<file path="src/iq_config.svh">
/*
 * Sizing for the issue queue and register tracker.
 * IQ_DEPTH must be a power of two and IQ_TAG_W its log2.
 * IQ_REG_W must be wide enough to hold IQ_NREGS.
 * Register 0 is never a target and has no tracker state.
 */

`ifndef IQ_CONFIG_SVH
`define IQ_CONFIG_SVH

// Number of queue entries
`define IQ_DEPTH 8

// Entry index, also used as the instruction tag
`define IQ_TAG_W 3

// Highest register number tracked
`define IQ_NREGS 111

// Register number width
`define IQ_REG_W 7

`endif

</file>
<file path="src/iq_pkg.sv">
/*
 * Shared types for the issue queue project.
 * Widths come from the config macros.
 * Register masks are numbered 1 to IQ_NREGS with no bit for register 0.
 */

`default_nettype none

`include "iq_config.svh"

package iq_pkg;

	// Queue entry index, doubles as instruction tag
	typedef logic [`IQ_TAG_W-1:0] iq_tag_t;

	// Architectural register number
	typedef logic [`IQ_REG_W-1:0] iq_reg_t;

	// One bit per register, bit 0 left out
	typedef logic [`IQ_NREGS:1] iq_rmask_t;

	// One bit per queue entry
	typedef logic [`IQ_DEPTH-1:0] iq_emask_t;

endpackage

`default_nettype wire

</file>
<file path="src/iq_livetarget.sv">
/*
 * Live-target decode for the issue queue.
 * Purely combinational with no clock.
 * An entry counts only when valid, not stomped and writing its target.
 * Target 0 decodes to an empty mask.
 */

`default_nettype none

`include "iq_config.svh"

module iq_livetarget (
	input  wire iq_pkg::iq_emask_t                 iq_v,
	input  wire iq_pkg::iq_emask_t                 iq_stomp,
	input  wire iq_pkg::iq_emask_t                 iq_cmt,
	input  wire iq_pkg::iq_reg_t [`IQ_DEPTH-1:0]   iq_tgt,
	output iq_pkg::iq_rmask_t [`IQ_DEPTH-1:0]      entry_live,
	output iq_pkg::iq_rmask_t                      livetarget
);
	import iq_pkg::*;

	// OR of every entry mask
	iq_rmask_t live_any;

	// ========================================================================
	// Per-entry decode
	// ========================================================================
	for (genvar e = 0; e < `IQ_DEPTH; e++) begin : g_entry
		iq_rmask_t dec;
		logic      qual;

		// Entry still owes a write to its target
		assign qual = iq_v[e] & ~iq_stomp[e] & iq_cmt[e];

		// One-hot decode, register 0 has no bit
		always_comb begin
			dec = '0;
			for (int r = 1; r <= `IQ_NREGS; r++) begin
				if (iq_tgt[e] == iq_reg_t'(r))
					dec[r] = 1'b1;
			end
		end

		assign entry_live[e] = qual ? dec : '0;
	end

	// ========================================================================
	// Reduction over all entries
	// ========================================================================
	always_comb begin
		live_any = '0;
		for (int e = 0; e < `IQ_DEPTH; e++)
			live_any = live_any | entry_live[e];
	end

	assign livetarget = live_any;

endmodule

`default_nettype wire

</file>
<file path="config.mk">
export PLATFORM = sky130hd
export DESIGN_NAME = iq_livetarget
export DESIGN_NICKNAME = d
export VERILOG_FILES = /design/src/iq_pkg.sv /design/src/iq_livetarget.sv
export VERILOG_INCLUDE_DIRS = /design/src
export SDC_FILE = /design/constraint.sdc
export NUM_CORES = 1
export LEC_CHECK = 0
export ABC_AREA = 1
export BUFFER_PORTS_ARGS = -buffer_cell sky130_fd_sc_hd__buf_2
export CAP_MARGIN = 25
export CORE_AREA = 5 5 419 421
export DETAILED_ROUTE_END_ITERATION = 7
export DIE_AREA = 0 0 424 426
export PLACE_DENSITY = 0.3
export SLEW_MARGIN = 40
export SYNTH_ARGS = -nofsm -noshare
export SYNTH_HDL_FRONTEND = slang
export SYNTH_SLANG_ARGS = --single-unit
export TNS_END_PERCENT = 20
</file>
<file path="constraint.sdc">
create_clock -name vclk -period 1.5
set_input_delay 0.225 -clock vclk [all_inputs]
set_output_delay 0.225 -clock vclk [all_outputs]
set_load 0.01 [all_outputs]
</file>
Word-level counts from Yosys, hierarchy flattened
Cells that the tools add are included.

Output and inout bits: 999. Input bits: 80. Word-level logic and storage cells: 1815. Bits in registers: 0.

Bitwise gates (word level): 31. Equal/unequal tests: 888. Mux-type cells: 896.

Operators by type and width (number): $eq A7 B7 Y1 const B (384); $eq A7 B6 Y1 const B (256); $eq A7 B5 Y1 const B (128); $mux W1 (888); $mux W111 (8); $or A111 B111 Y111 (7); $eq A7 B4 Y1 const B (64); $eq A7 B3 Y1 const B (32); $eq A7 B2 Y1 const B (16); $eq A7 B1 Y1 const B (8); $and A1 B1 Y1 (16); $not A1 Y1 (8).

Logic depth before layout (Yosys ltp)
Gate-level depths: netlist of the first run.

Depth after elaboration: 11. Mapped depth: 9. Depth with buffers taken out: 8.

Least setup slack after synthesis of the first run
OpenSTA, ideal clock, no wires.

Kind: input -> output. Start: in iq_tgt[47] (netlist bit). End: out livetarget[83]. Buffers on the path: 2. Path slack: 0.165 ns. Required time: 1.275 ns. Cell stages on the path: 9. Data arrival time: 1.110 ns. Cell sequence: buf_2 > inv_1 > nand3_1 > nor2_4 > buf_4 > nand2_1 > nand2_1 > nor2_1 > nand2_1.

Word-level cells in the longest chain between the ends: 5.

RTL lines: start, declared (line iq_livetarget.sv:16) `` input wire iq_pkg::iq_reg_t [`IQ_DEPTH-1:0] iq_tgt, ``; $eq A7 B7 Y1 (line iq_livetarget.sv:39) `if (iq_tgt[e] == iq_reg_t'(r))`; $mux W1 (line iq_livetarget.sv:39); $mux W111 (line iq_livetarget.sv:44) `assign entry_live[e] = qual ? dec : '0;`; $or A111 B111 Y111 (2 in a row) (line iq_livetarget.sv:53) `live_any = live_any | entry_live[e];`; end, declared (line iq_livetarget.sv:18) `output iq_pkg::iq_rmask_t livetarget`.

Every way passes these cells.

Worst setup path after layout of the first run
Start: in iq_cmt[6]. End: out livetarget[57].

Word-level cells in the longest chain between the ends: 4.

RTL lines: start, declared (line iq_livetarget.sv:15) `input wire iq_pkg::iq_emask_t iq_cmt,`; $and A1 B1 Y1 (line iq_livetarget.sv:33) `assign qual = iq_v[e] & ~iq_stomp[e] & iq_cmt[e];`; $mux W111 (line iq_livetarget.sv:44); $or A111 B111 Y111 (2 in a row) (line iq_livetarget.sv:53).

Every way passes these cells.

==> results.ini, run 1 <==
[synth]
synthesis.area_mm2 = 0.0126
yosysTopAreaCell = nand2_1
syn-num-nets = 3196
synthDistinctLibCells = 15
synth.most_common_cell = nand2_1
ys_warn_count = 0
ys_seq_area_share_pct = 0
syn_avg_cell_area_um2 = 4.04
yosys.area.top_type_share_pct = 42.0
synthCells = 3116
synthTopCellsByArea = nand2_1, inv_1, nor2_1, nand3_1, nor2_4
yosys-top-cells-count = nand2_1, inv_1, nor2_1

[floorplanning]
ios = 1079
die_h_um = 426
dieWidth_um = 424
core-area_mm2 = 0.171
rows = 152
initial_core_util_pct = 7.35
die-area_mm2 = 0.181

[global_routing]
antenna_found_initial = 36
grt_pass1_wl_mm = 323
overflow = 0
first_global_vias = 30817
grt_start_max_net_pins = 14
grt_usage_pct = 27.3

[place]
finalWeightedCongestion = 0.983
place_area_mm2 = 0.0324
dp_hpwl_mm = 232
port_buffers = 1079

[routing]
drtIter0Drc = 2061
routed_via_density = 3.87
wire_per_inst_um = 33.6
routed-via-count = 30323
antenna_left = 0
dr.pass1.iters = 5
drc = 0
drt_wl_total_mm = 264

[final_layout]
nClkBuffers = 0
utilization_pct = 25.6
area_delta_synth_final_pct = 247
fillers = 19554
fin_area_mm2 = 0.0437
final-seq-area_um2 = 0
layout-drive-gt1-share_pct = 67.5
seq_cells = 0
finalNetCount = 5669

[setup_path]
path_max_fanout = 5
crit_type = in -> out
cp-endpoint = livetarget[57]
crit_arrival_ps = 1710
end_kind = primary output
crit_required_ps = 1270
worstSetupStartpointType = primary input
critPathLaunch = iq_cmt[6]

[pwr]
ir_drop_mv = 0.0654
leakagePower_nw = 32.1
p_per_area_mw_per_mm2 = 94.1

[cts]
holdBufCountCts = 0

[sta]
maxSlewViolCount = 0
finalSetupTns_ps = -221540
fmax_mhz = 516
hold_viol = 0
relSlewSlack_pct = 73.2
fin_crit_ps = 1940
setup_slack_ps = -437
min_period_over_period_pct = 129
tightest_slew_ps = 398
setup-violations-final = 987
rsz0062_at_grt = true

[run]
maxCapViolCount = 0

[worst_hold_path]
hp-class = in -> out

[outcome]
violations = negative setup slack
status = complete, but fails checks

## cell usage in the layout, fill, tap and decap left out, types with 2 or more instances in the layout
| cell | n |
|---|---|
| buf_4 | 911 |
| nand2_4 | 254 |
| buf_8 | 62 |
| buf_6 | 435 |
| nor2_1 | 198 |
| nand2_8 | 71 |
| diode_2 | 12 |
| clkbuf_16 | 6 |
| clkinv_8 | 6 |
| inv_2 | 79 |
| inv_1 | 814 |
| nand3_2 | 59 |
| nand3_4 | 49 |
| clkinvlp_4 | 2 |
| nand2_2 | 378 |
| nand2_1 | 704 |
| buf_16 | 4 |
| inv_4 | 52 |
| nor2_4 | 153 |
| inv_6 | 13 |
| inv_8 | 6 |
| nor2_2 | 115 |
| buf_12 | 262 |
| buf_2 | 852 |
| nor4_1 | 4 |
| nand3_1 | 93 |
| clkbuf_4 | 2 |
## how the worst min path moves through the flow
stage               start              end  slack, ps  cells past startpoint
6_report        iq_tgt[1]  entry_live[105]       1010                      5
5_1_grt         iq_tgt[1]  entry_live[105]       1020                      5
4_1_cts         iq_tgt[6]  entry_live[105]       1070                      5
3_5_place_dp   iq_tgt[31]  entry_live[530]       1090                      8
3_3_place_gp   iq_tgt[31]  entry_live[530]       1090                      8
2_1_floorplan  iq_tgt[13]  entry_live[185]        600                      2
## power breakdown
| group | internal (mW) | total (mW) | leakage (nW) | switching (mW) |
|---|---|---|---|---|
| clock | 0.000000923 | 0.000000923 | 0.0000701 | 0 |
| sequential | 0 | 0 | 0 | 0 |
| combinational | 1.72 | 4.11 | 32.1 | 2.39 |
| total | 1.72 | 4.11 | 32.1 | 2.39 |
## cells by family after synthesis
family,after synthesis,synth area share [%]
buffers and inverters,1036,32.7
AND/OR/NAND/NOR,2080,67.3
## final cells by class
class | instances | area (um^2) | area share (%)
diodes | 12 | 30.0 | 0.0687
well taps | 2233 | 2790 | 6.40
inverters | 973 | 3980 | 9.11
multi-input cells | 2080 | 14400 | 33.0
repair buffers | 2534 | 22500 | 51.4
## layer usage
layer	share of wire [%]	track usage, %	wire, um
met1	40	32.5	106000
met2	50	49.6	131000
met3	4.8	3.74	12600
met4	5.6	10.3	14600
met5	0.033	0	86
## critical path, stage by stage
cell and delay, ps:
buf_4 140, nand3_4 190, buf_12 150, nor2_4 40, buf_6 140, buf_4 130, nand2_2 90, nand2_1 80
nor2_2 210, nand2_1 110, buf_4 180
## what timing repair did
item / in CTS / in global routing
gates cloned: 3 / 6
buffers inserted: 81 / 132
resized for setup: 952 / 1687
hold endpoints to repair: 0 / 0
pin swaps: 144 / 299
setup endpoints to repair: 999 / 999
## through the flow
| stage | instances | power [mW] | hold WS, ps | setup WS [ps] |
|---|---|---|---|---|
| after floorplan | 3116 | 0.681 | 596 | 165 |
| after global placement | 7644 | 2.79 | 1090 | -975 |
| after detailed placement | 7644 | 2.79 | 1090 | -943 |
| after CTS | 7716 | 3.21 | 1070 | -395 |
| after global routing | 7825 | 4.22 | 1020 | -480 |
| final | 7832 | 4.11 | 1010 | -437 |
No activity file was read; power rests on OpenSTA's default activity.
==> run 2, diff against run 1 <==
- CORE_AREA: 5 5 419 421 -> 5 5 412 414
- DIE_AREA: 0 0 424 426 -> 0 0 417 419
==> run 2 against run 1 <==
The flow still finishes with violations (negative setup slack); design area rose by 2.8%; maximum frequency rose by 0.17%; cell count fell by 0.69%; combinational power rose by 2%; setup slack improved by 3.3 ps; die area fell by 3.3%; clock-buffer cell count did not move; first-iteration DRC count rose by 20%; via count rose by 1.2%; critical endpoint is now livetarget[27]; largest power group unchanged; highest routed layer unchanged.
==> results.ini, run 2 (synthesized netlist as in run 1, its figures left out) <==
[setup_path]
end_kind = primary output
crit_arrival_ps = 1710
crit_type = in -> out
path_max_fanout = 6
crit_required_ps = 1270
worstSetupStartpointType = primary input

[floorplanning]
dieWidth_um = 417
die-area_mm2 = 0.175
rows = 150
die_h_um = 419
initial_core_util_pct = 7.58
ios = 1079
core-area_mm2 = 0.166

[sta]
setup-violations-final = 988
rsz0062_at_grt = true
setup_slack_ps = -433
maxSlewViolCount = 0
hold_viol = 0
relSlewSlack_pct = 66.7
fin_crit_ps = 1930
whs_ps = 962
min_period_over_period_pct = 129
tightest_slew_ps = 495
fmax_mhz = 517

[routing]
dr.pass1.iters = 6
drt_wl_total_mm = 259
routed_via_density = 3.94
drc = 0
drtIter0Drc = 2474
routed-via-count = 30673
antenna_left = 0
wire_per_inst_um = 33.4

[global_routing]
antenna_found_initial = 25
grt_usage_pct = 27.9
grt_pass1_wl_mm = 319
first_global_vias = 30256
overflow = 0
grt_start_max_net_pins = 17

[pwr]
ir_drop_mv = 0.103
leakagePower_nw = 32.2
p_per_area_mw_per_mm2 = 93.4

[final_layout]
layout-drive-gt1-share_pct = 68.9
finalNetCount = 5644
area_delta_synth_final_pct = 257
mostFrequentLayoutCells = buf_4, buf_2, inv_1
mostFrequentLayoutCell = buf_4
seq_cells = 0
utilization_pct = 27.1
nClkBuffers = 0
final-seq-area_um2 = 0
fin_area_mm2 = 0.0449

[place]
place_area_mm2 = 0.0320
dp_hpwl_mm = 223
finalWeightedCongestion = 0.976
port_buffers = 1079

[cts]
holdBufCountCts = 0

[worst_hold_path]
hp-class = in -> out

[outcome]
violations = negative setup slack
status = complete, but fails checks

[run]
maxCapViolCount = 0

## run 2: cell count changes in the layout (fill, tap and decap cells not counted), sizes merged
cell / change
buf: -26
clkinv: -5
clkinvlp: +3
inv: +2
nand3: +1
## run 2: repair_timing
item                                   4_1_cts  5_1_grt
setup endpoints to repair                  996      997
gates resized for setup                   1720     1142
endpoints found under the hold margin        0        0
setup buffers                              140       96
pin swaps                                  263      266
cloned                                      12        2
## run 2: path summary, 6_finish.rpt
| kind | endpoint | depth (start not counted) | slack [ps] | start |
|---|---|---|---|---|
| max | livetarget[27] | 13 | -430 | iq_stomp[3] |
| min | entry_live[198] | 5 | 960 | iq_tgt[12] |
## run 2: critical path: stages
cell     delay (ps)
buf_8           100
inv_4            40
nand3_4         140
buf_12          190
nor2_4          130
buf_6           130
buf_16          190
buf_6           140
nand2_4          60
nand2_4          80
nor2_2           40
nand2_1          60
buf_2           130
## run 2: metal layers
| metal | global-route usage, % | vias up | part of all wire (%) |
|---|---|---|---|
| met1 | 34.3 | 15295 | 40 |
| met3 | 4.51 | 351 | 5.9 |
| met5 | 0 | - | 0.028 |
| met2 | 48.9 | 1399 | 48 |
| li1 | - | 13618 | - |
| met4 | 10.3 | 10 | 5.2 |
## run 2: layout make-up
type,instances,area [um^2]
Inverter,973,3950
Timing Repair Buffer,2508,23300
Tap cell,2204,2760
Antenna cell,12,30.0
Multi-Input combinational cell,2081,14900
Fill cell,18923,121000
## run 2: through the flow
step	setup TNS, ps	total power, mW	instances	worst slack (ps)
6_report	-198960	4.20	7778	-433
4_1_cts	-198250	3.73	7687	-419
5_1_grt	-231140	4.30	7771	-454
3_5_place_dp	-322650	2.82	7548	-956
3_3_place_gp	-325490	2.82	7548	-977
2_1_floorplan	0	0.681	3116	165
## run 2: power by group
group          internal [mW]  leakage, nW  switching (mW)
Clock             0.00000108    0.0000761               0
Sequential                 0            0               0
Combinational           1.73         32.2            2.47
