<file path="src/iq_config.svh">
/*
 * Sizing for the issue queue and register tracker.
 * IQ_DEPTH must be a power of two and IQ_TAG_W its log2.
 * IQ_REG_W must be wide enough to hold IQ_NREGS.
 * Register 0 is never a target and has no tracker state.
 */

`ifndef IQ_CONFIG_SVH
`define IQ_CONFIG_SVH

// Number of queue entries
`define IQ_DEPTH 8

// Entry index, also used as the instruction tag
`define IQ_TAG_W 3

// Highest register number tracked
`define IQ_NREGS 111

// Register number width
`define IQ_REG_W 7

`endif

</file>
<file path="src/iq_pkg.sv">
/*
 * Shared types for the issue queue project.
 * Widths come from the config macros.
 * Register masks are numbered 1 to IQ_NREGS with no bit for register 0.
 */

`default_nettype none

`include "iq_config.svh"

package iq_pkg;

	// Queue entry index, doubles as instruction tag
	typedef logic [`IQ_TAG_W-1:0] iq_tag_t;

	// Architectural register number
	typedef logic [`IQ_REG_W-1:0] iq_reg_t;

	// One bit per register, bit 0 left out
	typedef logic [`IQ_NREGS:1] iq_rmask_t;

	// One bit per queue entry
	typedef logic [`IQ_DEPTH-1:0] iq_emask_t;

endpackage

`default_nettype wire

</file>
<file path="src/iq_queue.sv">
/*
 * Circular issue queue, one dispatch and one retire per cycle.
 * branch_tag must name a valid in-flight entry when branch_miss is high.
 * Dispatch is refused while full or during a branch miss.
 * Commit record appears one cycle after the retiring edge.
 */

`default_nettype none

`include "iq_config.svh"

module iq_queue (
	input  wire                                  clk,
	input  wire                                  rst_n,
	// Dispatch
	input  wire                                  dispatch_valid,
	input  wire iq_pkg::iq_reg_t                 dispatch_reg,
	input  wire                                  dispatch_wr,
	output logic                                 dispatch_ready,
	output logic                                 dispatch_fire,
	output iq_pkg::iq_tag_t                      dispatch_tag,
	// Completion and branch miss
	input  wire                                  done_valid,
	input  wire iq_pkg::iq_tag_t                 done_tag,
	input  wire                                  branch_miss,
	input  wire iq_pkg::iq_tag_t                 branch_tag,
	// Entry state
	output iq_pkg::iq_tag_t                      head,
	output iq_pkg::iq_emask_t                    iq_v,
	output iq_pkg::iq_emask_t                    iq_stomp,
	output iq_pkg::iq_emask_t                    iq_cmt,
	output iq_pkg::iq_reg_t [`IQ_DEPTH-1:0]      iq_tgt,
	// Retire event
	output logic                                 retire_fire,
	output iq_pkg::iq_tag_t                      retire_tag,
	output iq_pkg::iq_reg_t                      retire_reg,
	output logic                                 retire_wr,
	// Commit record
	output logic                                 commit_valid,
	output iq_pkg::iq_tag_t                      commit_tag,
	output iq_pkg::iq_reg_t                      commit_reg,
	output logic                                 commit_wr
);
	import iq_pkg::*;

	localparam int CNT_W = `IQ_TAG_W + 1;

	iq_tag_t          tail;
	logic [CNT_W-1:0] count;
	logic [CNT_W-1:0] count_n;
	logic [CNT_W-1:0] nstomp;
	iq_emask_t        done;
	iq_emask_t        disp_oh;
	iq_emask_t        retire_oh;
	iq_emask_t        done_oh;

	// ========================================================================
	// Handshakes and events
	// ========================================================================
	assign dispatch_ready = (count != CNT_W'(`IQ_DEPTH)) && !branch_miss;
	assign dispatch_fire  = dispatch_valid && dispatch_ready;
	assign dispatch_tag   = tail;

	// Oldest entry leaves once done and not stomped
	assign retire_fire = iq_v[head] && done[head] && !iq_stomp[head];
	assign retire_tag  = head;
	assign retire_reg  = iq_tgt[head];
	assign retire_wr   = iq_cmt[head];

	assign disp_oh   = dispatch_fire ? iq_emask_t'(1) << tail : '0;
	assign retire_oh = retire_fire ? iq_emask_t'(1) << head : '0;

	// Completions to dead or dying entries are dropped
	assign done_oh = (done_valid && iq_v[done_tag] && !iq_stomp[done_tag]) ?
		iq_emask_t'(1) << done_tag : '0;

	// ========================================================================
	// Stomp mask
	// ========================================================================
	// Walk from the entry after the branch until the tail
	always_comb begin
		iq_tag_t idx;
		logic    run;

		iq_stomp = '0;
		run      = branch_miss;
		for (int i = 1; i < `IQ_DEPTH; i++) begin
			idx = branch_tag + iq_tag_t'(i);
			if (idx == tail)
				run = 1'b0;
			if (run && iq_v[idx])
				iq_stomp[idx] = 1'b1;
		end
	end

	// Occupancy after this edge
	always_comb begin
		nstomp = '0;
		for (int i = 0; i < `IQ_DEPTH; i++)
			nstomp = nstomp + CNT_W'(iq_stomp[i]);
		count_n = count + CNT_W'(dispatch_fire) - CNT_W'(retire_fire) - nstomp;
	end

	// ========================================================================
	// Control state
	// ========================================================================
	always_ff @(posedge clk or negedge rst_n) begin
		if (!rst_n) begin
			head         <= '0;
			tail         <= '0;
			count        <= '0;
			iq_v         <= '0;
			done         <= '0;
			commit_valid <= 1'b0;
		end else begin
			count        <= count_n;
			iq_v         <= (iq_v & ~iq_stomp & ~retire_oh) | disp_oh;
			done         <= (done | done_oh) & ~disp_oh;
			commit_valid <= retire_fire;
			if (retire_fire)
				head <= head + 1'b1;
			// Tail snaps back to just past the branch
			if (branch_miss)
				tail <= branch_tag + 1'b1;
			else if (dispatch_fire)
				tail <= tail + 1'b1;
		end
	end

	// Payload written on dispatch and captured on retire
	always_ff @(posedge clk) begin
		if (dispatch_fire) begin
			iq_tgt[tail] <= dispatch_reg;
			iq_cmt[tail] <= dispatch_wr;
		end
		if (retire_fire) begin
			commit_tag <= head;
			commit_reg <= iq_tgt[head];
			commit_wr  <= iq_cmt[head];
		end
	end

endmodule

`default_nettype wire

</file>
<file path="config.mk">
export PLATFORM = sky130hd
export DESIGN_NAME = iq_queue
export DESIGN_NICKNAME = d
export VERILOG_FILES = /design/src/iq_pkg.sv /design/src/iq_queue.sv
export VERILOG_INCLUDE_DIRS = /design/src
export SDC_FILE = /design/constraint.sdc
export NUM_CORES = 1
export LEC_CHECK = 0
export BUFFER_PORTS_ARGS = -buffer_cell sky130_fd_sc_hd__buf_2
export CAP_MARGIN = 10
export CORE_UTILIZATION = 25
export DETAILED_ROUTE_END_ITERATION = 10
export PLACE_DENSITY_LB_ADDON = 0.2
export SLEW_MARGIN = 20
export SYNTH_ARGS = -nofsm -noshare
export SYNTH_HDL_FRONTEND = slang
export SYNTH_SLANG_ARGS = --single-unit
</file>
<file path="constraint.sdc">
create_clock -name clk -period 6.7 [get_ports clk]
set_input_delay 0.335 -clock clk [delete_from_list [all_inputs] [get_ports clk]]
set_output_delay 0.335 -clock clk [all_outputs]
set_load 0.02 [all_outputs]
</file>
== Word-level counts from Yosys, hierarchy flattened ==
Cells that the tools add are included.

* Bitwise gates (word level): 14
* Multiplexer cells: 67
* Shift operators: 3
* Reductions and logical operators: 25
* $lt $le $gt $ge: 18
* Eq/ne operators: 8
* Add/sub/neg operators: 19

{| class="wikitable"
|+ Operator list
! operator !! number
|-
| two-way mux 8 bit || 10
|-
| OR 8 bit || 8
|-
| bitwise mux 56 bit || 1
|-
| less-than comparator 3 x 4 -> 1 bit, second input constant || 10
|-
| binary-select mux 1 bit (select 3 bit) || 13
|-
| two-way mux 1 bit || 28
|-
| AND 8 bit || 3
|-
| demux 1 bit (select 3 bit) || 8
|-
| greater-or-equal comparator 3 x 1 -> 1 bit, second input constant || 8
|-
| NOT 8 bit || 3
|-
| << shifter 1 x 3 -> 8 bit, first input constant || 3
|-
| binary-select mux 7 bit (select 3 bit) || 1
|-
| demux 7 bit (select 3 bit) || 1
|-
| == test 3 bit || 7
|-
| logical AND 1 bit || 21
|-
| adder 4 x 1 -> 4 bit || 5
|-
| two-way mux 7 bit || 2
|-
| adder 3 bit, second input constant || 4
|-
| adder 3 x 1 -> 3 bit, second input constant || 3
|-
| bitwise mux 8 bit || 1
|-
| adder 3 x 2 -> 3 bit, second input constant || 2
|-
| two-way mux 3 bit || 2
|-
| adder 3 x 1 -> 4 bit || 1
|-
| inequality test 4 bit, second input constant || 1
|-
| 6 further kinds || 8
|}

* Input port bits: 19
* Output and inout bits: 112
* Word-level logic and storage cells: 172
* Register bits after elaboration: 102

== Longest topological paths before layout ==
Gate-level depths: netlist of run 1.

* Depth after elaboration: 26
* Gate-level depth with buffers: 25
* Depth with buffers taken out: 22

== Worst setup path before layout of run 1 ==
Ideal clock, no wire load.

* Path kind: input-to-reg
* Start point: in branch_tag[0]
* End point: reg count[3]
* Cell stages on the path: 22
* Arrival time: 6.648 ns
* Slack: -0.028 ns
* Required time: 6.620 ns
* Cell sequence: buf_2 -> inv_1 -> clkbuf_1 -> ha_1 -> xor2_2 -> mux2i_1 -> mux2i_4 -> or4b_4 -> o2111ai_2 -> nor2_1 -> mux4_2 -> o22a_4 -> fa_1 -> ha_1 -> fa_1 -> fa_1 -> inv_1 -> fa_1 -> ha_1 -> xor2_1 -> xnor2_1 -> xnor2_1

* Elaborated cells between the ends (all ways): 103
* Those cells by class: add/sub: 16; order compare: 14; eq/ne: 7; mux: 44; bitwise: 6; reduce/logical: 16

{| class="wikitable"
|+ RTL lines
! what !! RTL line !! RTL
|-
| start, declared || iq_queue.sv:26 || <nowiki>input wire iq_pkg::iq_tag_t branch_tag,</nowiki>
|-
| adder 3 x 1 -> 3 bit || iq_queue.sv:88 || <nowiki>idx = branch_tag + iq_tag_t'(i);</nowiki>
|-
| less-than comparator 3 x 4 -> 1 bit (implied by the code) or greater-or-equal comparator 3 x 1 -> 1 bit (tied branches) || iq_queue.sv:92 || <nowiki>iq_stomp[idx] = 1'b1;</nowiki>
|-
| logical AND 1 bit (implied by the code) || iq_queue.sv:92 ||
|-
| two-way mux 1 bit (implied by the code) || iq_queue.sv:92 ||
|-
| demux 1 bit (select 3 bit) || iq_queue.sv:92 ||
|-
| two-way mux 8 bit || iq_queue.sv:91 || <nowiki>if (run && iq_v[idx])</nowiki>
|-
| OR 8 bit (no line) || n/a ||
|-
| two-way mux 8 bit || iq_queue.sv:91 ||
|-
| [... 10 more ...] || n/a ||
|-
| binary-select mux 1 bit (select 3 bit) (*) || iq_queue.sv:65 || <nowiki>assign retire_fire = iq_v[head] && done[head] && !iq_stomp[head];</nowiki>
|-
| two-way mux 1 bit (implied by the code) (*) || iq_queue.sv:65 ||
|-
| logical NOT 1 bit (*) || iq_queue.sv:65 ||
|-
| logical AND 1 bit (*) || iq_queue.sv:65 ||
|-
| named net retire_fire || iq_queue.sv:34 || <nowiki>output logic retire_fire,</nowiki>
|-
| subtractor 4 x 1 -> 4 bit (*) || iq_queue.sv:101 || <nowiki>count_n = count + CNT_W'(dispatch_fire) - CNT_W'(retire_fire) - nstomp;</nowiki>
|-
| subtractor 4 bit (*) || iq_queue.sv:101 ||
|-
| named net count_n[3] || iq_queue.sv:50 || <nowiki>logic [CNT_W-1:0] count_n;</nowiki>
|-
| end signal, assigned || iq_queue.sv:116 || <nowiki>count <= count_n;</nowiki>
|-
| end, declared || iq_queue.sv:49 || <nowiki>logic [CNT_W-1:0] count;</nowiki>
|}

The timed path passes the listed nets; every way through them passes the cells marked *. The select of a mux whose other input is x is not followed.
A chain may end at the register's enable or synchronous reset.

== Worst setup path after layout of run 1 ==
* Start point: in branch_tag[0]
* End point: reg count[3]

* Word-level cells in the longest chain between the ends: 26
* Elaborated cells between the ends (all ways): 103
* Those cells by class: add/sub: 16; order compare: 14; eq/ne: 7; mux: 44; bitwise: 6; reduce/logical: 16

{| class="wikitable"
|+ Ends and longest elaborated chain
! what !! RTL line !! RTL
|-
| adder 3 x 1 -> 3 bit || iq_queue.sv:88 ||
|-
| less-than comparator 3 x 4 -> 1 bit (implied by the code) or greater-or-equal comparator 3 x 1 -> 1 bit (tied branches) || iq_queue.sv:92 ||
|-
| logical AND 1 bit (implied by the code) || iq_queue.sv:92 ||
|-
| two-way mux 1 bit (implied by the code) || iq_queue.sv:92 ||
|-
| demux 1 bit (select 3 bit) || iq_queue.sv:92 ||
|-
| two-way mux 8 bit || iq_queue.sv:91 ||
|-
| OR 8 bit (no line) || n/a ||
|-
| two-way mux 8 bit || iq_queue.sv:91 ||
|-
| [... 8 more ...] || n/a ||
|-
| OR 8 bit (no line) || n/a ||
|-
| two-way mux 8 bit (*) || iq_queue.sv:91 ||
|-
| adder 1 x 1 -> 2 bit || iq_queue.sv:100 || <nowiki>nstomp = nstomp + CNT_W'(iq_stomp[i]);</nowiki>
|-
| adder 2 x 1 -> 3 bit || iq_queue.sv:100 ||
|-
| adder 3 x 1 -> 4 bit || iq_queue.sv:100 ||
|-
| adder 4 x 1 -> 4 bit (4 in series) || iq_queue.sv:100 ||
|-
| subtractor 4 bit (*) || iq_queue.sv:101 ||
|-
| named net count_n[3] || iq_queue.sv:50 ||
|}

Marks and branches as above.

==> key figures, run 1 <==
Power and ir drop
  • Largest vdd supply drop: 147 uV
  • Leak: 3.12 nW
  • Pwr/cell area: 392 nW/um^2

Critical path
  • Critical-path cell list: buf_2 -> inv_1 -> ha_1 -> xor2_2 -> mux2i_2 -> mux2i_4 -> or4b_4 -> o221ai_1 -> nor2_1 -> mux4_2 -> o22a_4 -> fa_1 -> ha_1 -> fa_1 -> fa_1 -> inv_1 -> fa_1 -> ha_1 -> xor2_1 -> xnor2_1 -> xnor2_1
  • Worst setup path startpoint: branch_tag[0]
  • CP most frequent cell: fa_1
  • Startpoint Class: primary input
  • Maximum fanout along the worst path: 8
  • R2R depth: 18
  • Register-to-Register Setup Slack: 620 ps
  • Worst Setup End Kind: register
  • Crit Path Category: primary input to register
  • Req. time, crit path: 6980 ps
  • WP data arrival: 6390 ps
  • CP peak stage delay: 550 ps
  • Reg2reg start: dispatch_tag[1]$_DFFE_PN0P_
  • R2r endpoint: count[3]$_DFF_PN0_
  • Slowest cell on crit path: or4b_4

STA
  • Fin Setup TNS: 0 ps
  • Slew headroom: 29.3%
  • Worst-Margin Slew: 1060 ps
  • Fin Clk Skew: 12.0 ps
  • Fin. max-slew vios: 0
  • Final setup violation count: 0
  • RSZ-0062 raised after global routing: false
  • Worst Setup Slack, final: 586 ps
  • Final Hold Violating Endpoints: 0
  • Final worst-path cycle share: 91.2%
  • Post-route minimum period: 6110 ps
  • F_max: 164 MHz

Detailed routing
  • Vias: 5,062
  • DR pass1 iterations: 5
  • 1st-iter DRT viols: 536
  • Wire per inst: 21.6 microns
  • DRC viols: 0
  • Post-DRT Antenna Nets: 0
  • Routed WL: 21.4 mm
  • Via-per-instance ratio: 5.11

Yosys
  • Seq/Total Area, Yosys: 48.4%
  • Synth async-reset ratio: 26.5%
  • Post-synth top area share: 37.2%
  • Post-synth EDFFs: 75
  • #FFs+latches synth: 102
  • Synth Net Count: 575
  • Synthesized area: 6050 sq um
  • Yosys cell types: 61
  • Area contributors post-synth: edfxtp_1 (37%), dfrtp_1 (11%), mux4_2 (8.9%)
  • Area leader, netlist: edfxtp_1
  • Avg Synthesized Cell Area: 11.6 sq um
  • YS warnings: 0
  • Main synth FF type: edfxtp_1
  • Synth Instances: 523

Die
  • Core area: 23,600 sq um
  • Initial core utilization: 25.6%
  • Die W: 158 microns
  • Die area: 24,800 sq um
  • Boundary Pins: 131
  • Row count: 56
  • DIE HEIGHT: 158 microns

Clock tree
  • Maximum clock insertion buffer count: 2
  • Post-CTS Setup Repair Bufs: 0
  • CTS clk-pin slew, worst paths: 80 ps
  • Cts hold-fix bufs: 0
  • CTS tree: yes
  • Clk root buf: clkbuf_16
  • CTS buffer count: 9
  • Clk_lat worst skew: 360 ps
  • H-tree depth: 3
  • CTS resizes: 0
  • Num Clock Sinks: 102

Cells and area
  • Max reg flops: 56
  • Layout area overhead: 24.3%
  • Fill cells: 2,438
  • Post-Route Utilization: 31.9%
  • Total Nets Final: 719
  • Register area: 2930 sq um
  • Number of diodes: 0
  • Register with the most flip-flops: iq_tgt
  • Area of the multi-input gates: 2860 sq um
  • Design Area, Final: 7520 sq um
  • Share of layout cells above drive strength 1: 32.3%

GRT
  • Largest net degree at the start of global routing: 29
  • Initial antenna violation count: 0
  • Overflow after GRT: 0
  • Number of global-route vias before repair: 5,135
  • Total track usage: 17.8%
  • First-pass GRT wire length: 32.3 mm

Placement
  • IO Port Bufs: 130
  • Dpl ws: 228 ps
  • Placer congestion estimate: 0.936
  • Hpwl dp: 15.8 mm
  • Post-DP Area: 7220 sq um

Worst hold path
  • HP Class: primary input to asynchronous set/reset pin

Outcome
  • Status: complete, no violations

Job
  • Max-cap violations: 0
## power by group
part	internal, mW	switching (mW)
combinational	0.567	0.897
clock	0.265	0.270
sequential	0.829	0.123
total	1.66	1.29
## per-stage QoR
step	hold WS (ps)	total power, mW	std cells
floorplan	39.4	1.92	523
detailed placement	429	2.44	975
CTS	38.4	2.98	991
finish	13.9	2.95	991
global placement	427	2.44	975
global route	52.1	3.15	991
## cells in the mapped netlist (7+ instances only)
master and count:
o21ai_0 12, edfxtp_1 75, nor2_1 33, ha_1 27, clkbuf_1 18, a21oi_1 8
and3_1 7, nand3_1 13, mux4_2 24, dfrtp_1 27, inv_1 34, nor3_1 19
a32oi_1 8, mux2i_1 14, nand2_1 71, xnor2_1 10
## area by class of cell
class                      count  share of cell area, %
sequential                   102                   38.9
clock buffer                   9                   2.99
clock inverter                 7                  0.998
tap                          319                   5.31
timing repair buffer         164                   12.0
inverter                      34                   1.70
multi-input combinational    356                   38.0
## layout by cell type (no fill, tap or decap), types with 4 or more instances in the layout
cell,netlist,layout
a32oi_1,8,8
a31oi_1,6,6
a41oi_1,5,5
o21a_1,4,4
or3_1,5,5
buf_2,6,130
nand3_1,13,13
o211ai_1,5,5
dfrtp_1,27,27
mux4_2,24,24
o32ai_1,6,6
nand2_1,71,71
ha_1,27,27
o31ai_1,4,4
xnor2_1,10,10
nand4_1,6,6
nor2b_1,4,4
nor3_1,19,19
edfxtp_1,75,75
nor4_1,4,4
nor2_1,33,33
buf_4,4,34
inv_1,34,34
mux2i_1,14,13
o21ai_0,12,12
a21oi_1,8,8
clkbuf_16,0,9
and3_1,7,7
fa_1,6,6
xor2_1,6,6
## critical path, delay by kind of cell
| family | cells | cell delay (ps) |
|---|---|---|
| xor gates and xnor gates | 4 | 700 |
| buffers and inverters | 3 | 270 |
| AOI/OAI and AO/OA | 2 | 430 |
| muxes | 3 | 1400 |
| adders and majority gates | 7 | 2600 |
| and+or+nand+nor | 2 | 640 |
## cell families (layout without fill, tap and decap cells)
family | Yosys count | count (layout) | share of synthesized area [%]
mux | 42 | 42 | 12.2
fa+ha+maj | 33 | 33 | 7.57
buf+inv | 65 | 214 | 4.40
compound gates | 81 | 81 | 10.2
flops | 102 | 102 | 48.4
simple gates | 182 | 182 | 14.4
xor+xnor | 18 | 18 | 2.96
## routing by layer
metal / vias up / share of wire [%] / track usage (%)
li1: 2248 / - / -
met1: 2559 / 45 / 24.3
met2: 228 / 45 / 27.2
met3: 27 / 7.9 / 4.57
met4: 0 / 1.9 / 6.15
met5: - / 0 / 0
## worst max-delay path by stage
stage | endpoint | slack, ps | depth (start not counted)
after CTS | count[3]$_DFF_PN0_ | 600 | 21
after floorplan | count[3]$_DFF_PN0_ | 60 | 22
after detailed placement | count[3]$_DFF_PN0_ | 230 | 21
final | count[3]$_DFF_PN0_ | 590 | 21
after global placement | count[3]$_DFF_PN0_ | 300 | 21
after global routing | count[3]$_DFF_PN0_ | 250 | 18
Note: power is estimated with default switching activity, not from simulation.
==> inputs of run 2 (changes only) <==
- ABC_CLOCK_PERIOD_IN_PS: unset -> 6700
- MAX_ROUTING_LAYER: unset -> met4
==> key figures, run 2 (synthesis gave the netlist of run 1 again) <==
Detailed routing
  • Post-DRT Antenna Nets: 0
  • Wire per inst: 21.5 microns
  • 1st-iter DRT viols: 385
  • Via-per-instance ratio: 5.13
  • Vias: 5,074
  • DR pass1 iterations: 6
  • DRC viols: 0
  • Routed WL: 21.3 mm

Outcome
  • Status: complete, no violations

Cells and area
  • Number of diodes: 0
  • Register area: 2930 sq um
  • Max reg flops: 56
  • Commonest non-fill, non-tap cell in the layout: buf_2
  • Layout area overhead: 24.4%
  • Post-Layout Cell Count: 990
  • Total Nets Final: 718
  • Area of the multi-input gates: 2860 sq um
  • Fill cells: 2,448
  • Design Area, Final: 7530 sq um
  • Share of layout cells above drive strength 1: 32.2%
  • Commonest cells after routing, fill and taps aside: buf_2 (130), edfxtp_1 (75), nand2_1 (71)
  • Register with the most flip-flops: iq_tgt
  • Post-Route Utilization: 31.9%

STA
  • Fin Clk Skew: 12.2 ps
  • Final worst-path cycle share: 91.1%
  • Slew headroom: 31.1%
  • Post-route minimum period: 6100 ps
  • Worst-Margin Slew: 1030 ps
  • F_max: 164 MHz
  • Fin Hold WS: 25.7 ps
  • Worst Setup Slack, final: 597 ps
  • Final Hold Violating Endpoints: 0
  • Fin Setup TNS: 0 ps
  • Final setup violation count: 0
  • RSZ-0062 raised after global routing: false
  • Fin. max-slew vios: 0

Critical path
  • Critical-path cell list: xnor2_1 -> mux2i_1 -> mux2i_1 -> or4b_4 -> o221ai_1 -> nor2_1 -> mux4_2 -> o22a_4 -> fa_1 -> ha_1 -> fa_1 -> fa_1 -> inv_1 -> fa_1 -> ha_1 -> xor2_1 -> xnor2_1 -> xnor2_1
  • Delay-heaviest family, CP: adder cells
  • Slowest cell on crit path: or4b_4
  • CP peak stage delay: 600 ps
  • Crit Path Category: register to register
  • Startpoint Class: register
  • WP data arrival: 6380 ps
  • Req. time, crit path: 6980 ps
  • Maximum fanout along the worst path: 6
  • Worst Setup End Kind: register
  • Worst path bufs/invs: 1
  • CP most frequent cell: fa_1

Clock tree
  • Clk_lat worst skew: 350 ps
  • Cts hold-fix bufs: 0
  • CTS buffer count: 9
  • CTS resizes: 0
  • Post-CTS Setup Repair Bufs: 0
  • H-tree depth: 3
  • CTS clk-pin slew, worst paths: 70 ps
  • CTS tree: yes
  • Maximum clock insertion buffer count: 2
  • Clk root buf: clkbuf_16
  • Num Clock Sinks: 102

Die
  • Initial core utilization: 25.6%
  • Core area: 23,600 sq um
  • Die area: 24,800 sq um
  • Die W: 158 microns
  • Row count: 56
  • Boundary Pins: 131
  • DIE HEIGHT: 158 microns

Power and ir drop
  • Register share of total power: 31.9%
  • Sw frac: 42.9%
  • Combinational share of power: 49.6%
  • Power, Total: 2.98 mW
  • NetSw: 1.28 mW
  • Internal power: 1.70 mW
  • Largest vdd supply drop: 186 uV
  • Leak: 3.12 nW
  • Pwr/cell area: 396 nW/um^2
  • Clock Power Share: 18.5%

GRT
  • Number of global-route vias before repair: 5,199
  • First-pass GRT wire length: 31.8 mm
  • Overflow after GRT: 0
  • Largest net degree at the start of global routing: 29
  • Total track usage: 18.2%
  • Initial antenna violation count: 0

Placement
  • Hpwl dp: 15.8 mm
  • Post-DP Area: 7210 sq um
  • Placed cell count: 974
  • Dpl ws: 256 ps
  • IO Port Bufs: 130
  • Placer congestion estimate: 0.969

Worst hold path
  • HP Class: primary input to asynchronous set/reset pin

Job
  • Max-cap violations: 0
[run 2: changes by cell type in the layout (fill, tap and decap cells not counted)]
cell | previous run | this run
bufinv_16 | 0 | 1
clkinv_8 | 2 | 1
buf_4 | 34 | 33
[run 2: final cells by class]
| class | count | area share, % |
|---|---|---|
| flip-flops and latches | 102 | 38.9 |
| multi-input cells | 356 | 38.0 |
| clock inverters | 7 | 1.18 |
| repair buffers | 163 | 11.9 |
| well taps | 319 | 5.30 |
| inverters | 34 | 1.70 |
| clock buffers | 9 | 2.99 |
[run 2: power groups by stage]
stage	logic [mW]	clock network (mW)	registers, mW
2_1_floorplan	0.901	0	1.01
3_3_place_gp	1.48	0	0.959
3_5_place_dp	1.49	0	0.960
4_1_cts	1.49	0.565	0.948
5_1_grt	1.62	0.586	0.967
6_report	1.48	0.551	0.950
[run 2: path summary, 6_finish.rpt]
kind	start	slack, ps	end	cells past startpoint
setup / recovery	dispatch_tag[1]$_DFFE_PN0P_	600	count[3]$_DFF_PN0_	18
hold / removal	rst_n	30	dispatch_tag[2]$_DFFE_PN0P_	1
setup reg to reg	dispatch_tag[1]$_DFFE_PN0P_	600	count[3]$_DFF_PN0_	18
hold reg to reg	done[5]$_DFF_PN0_	490	done[5]$_DFF_PN0_	1
max in group asynchronous	rst_n	6210	head[0]$_DFFE_PN0P_	1
min in group clk	dispatch_reg[3]	250	iq_tgt[38]$_DFFE_PP_	1
[run 2: layer usage]
layer	track usage, %	share of wire, %	vias up
met3	5.31	8.5	34
met2	27.7	46	265
met5	-	0	-
met1	23.3	44	2534
li1	-	-	2241
met4	5.46	2.1	0
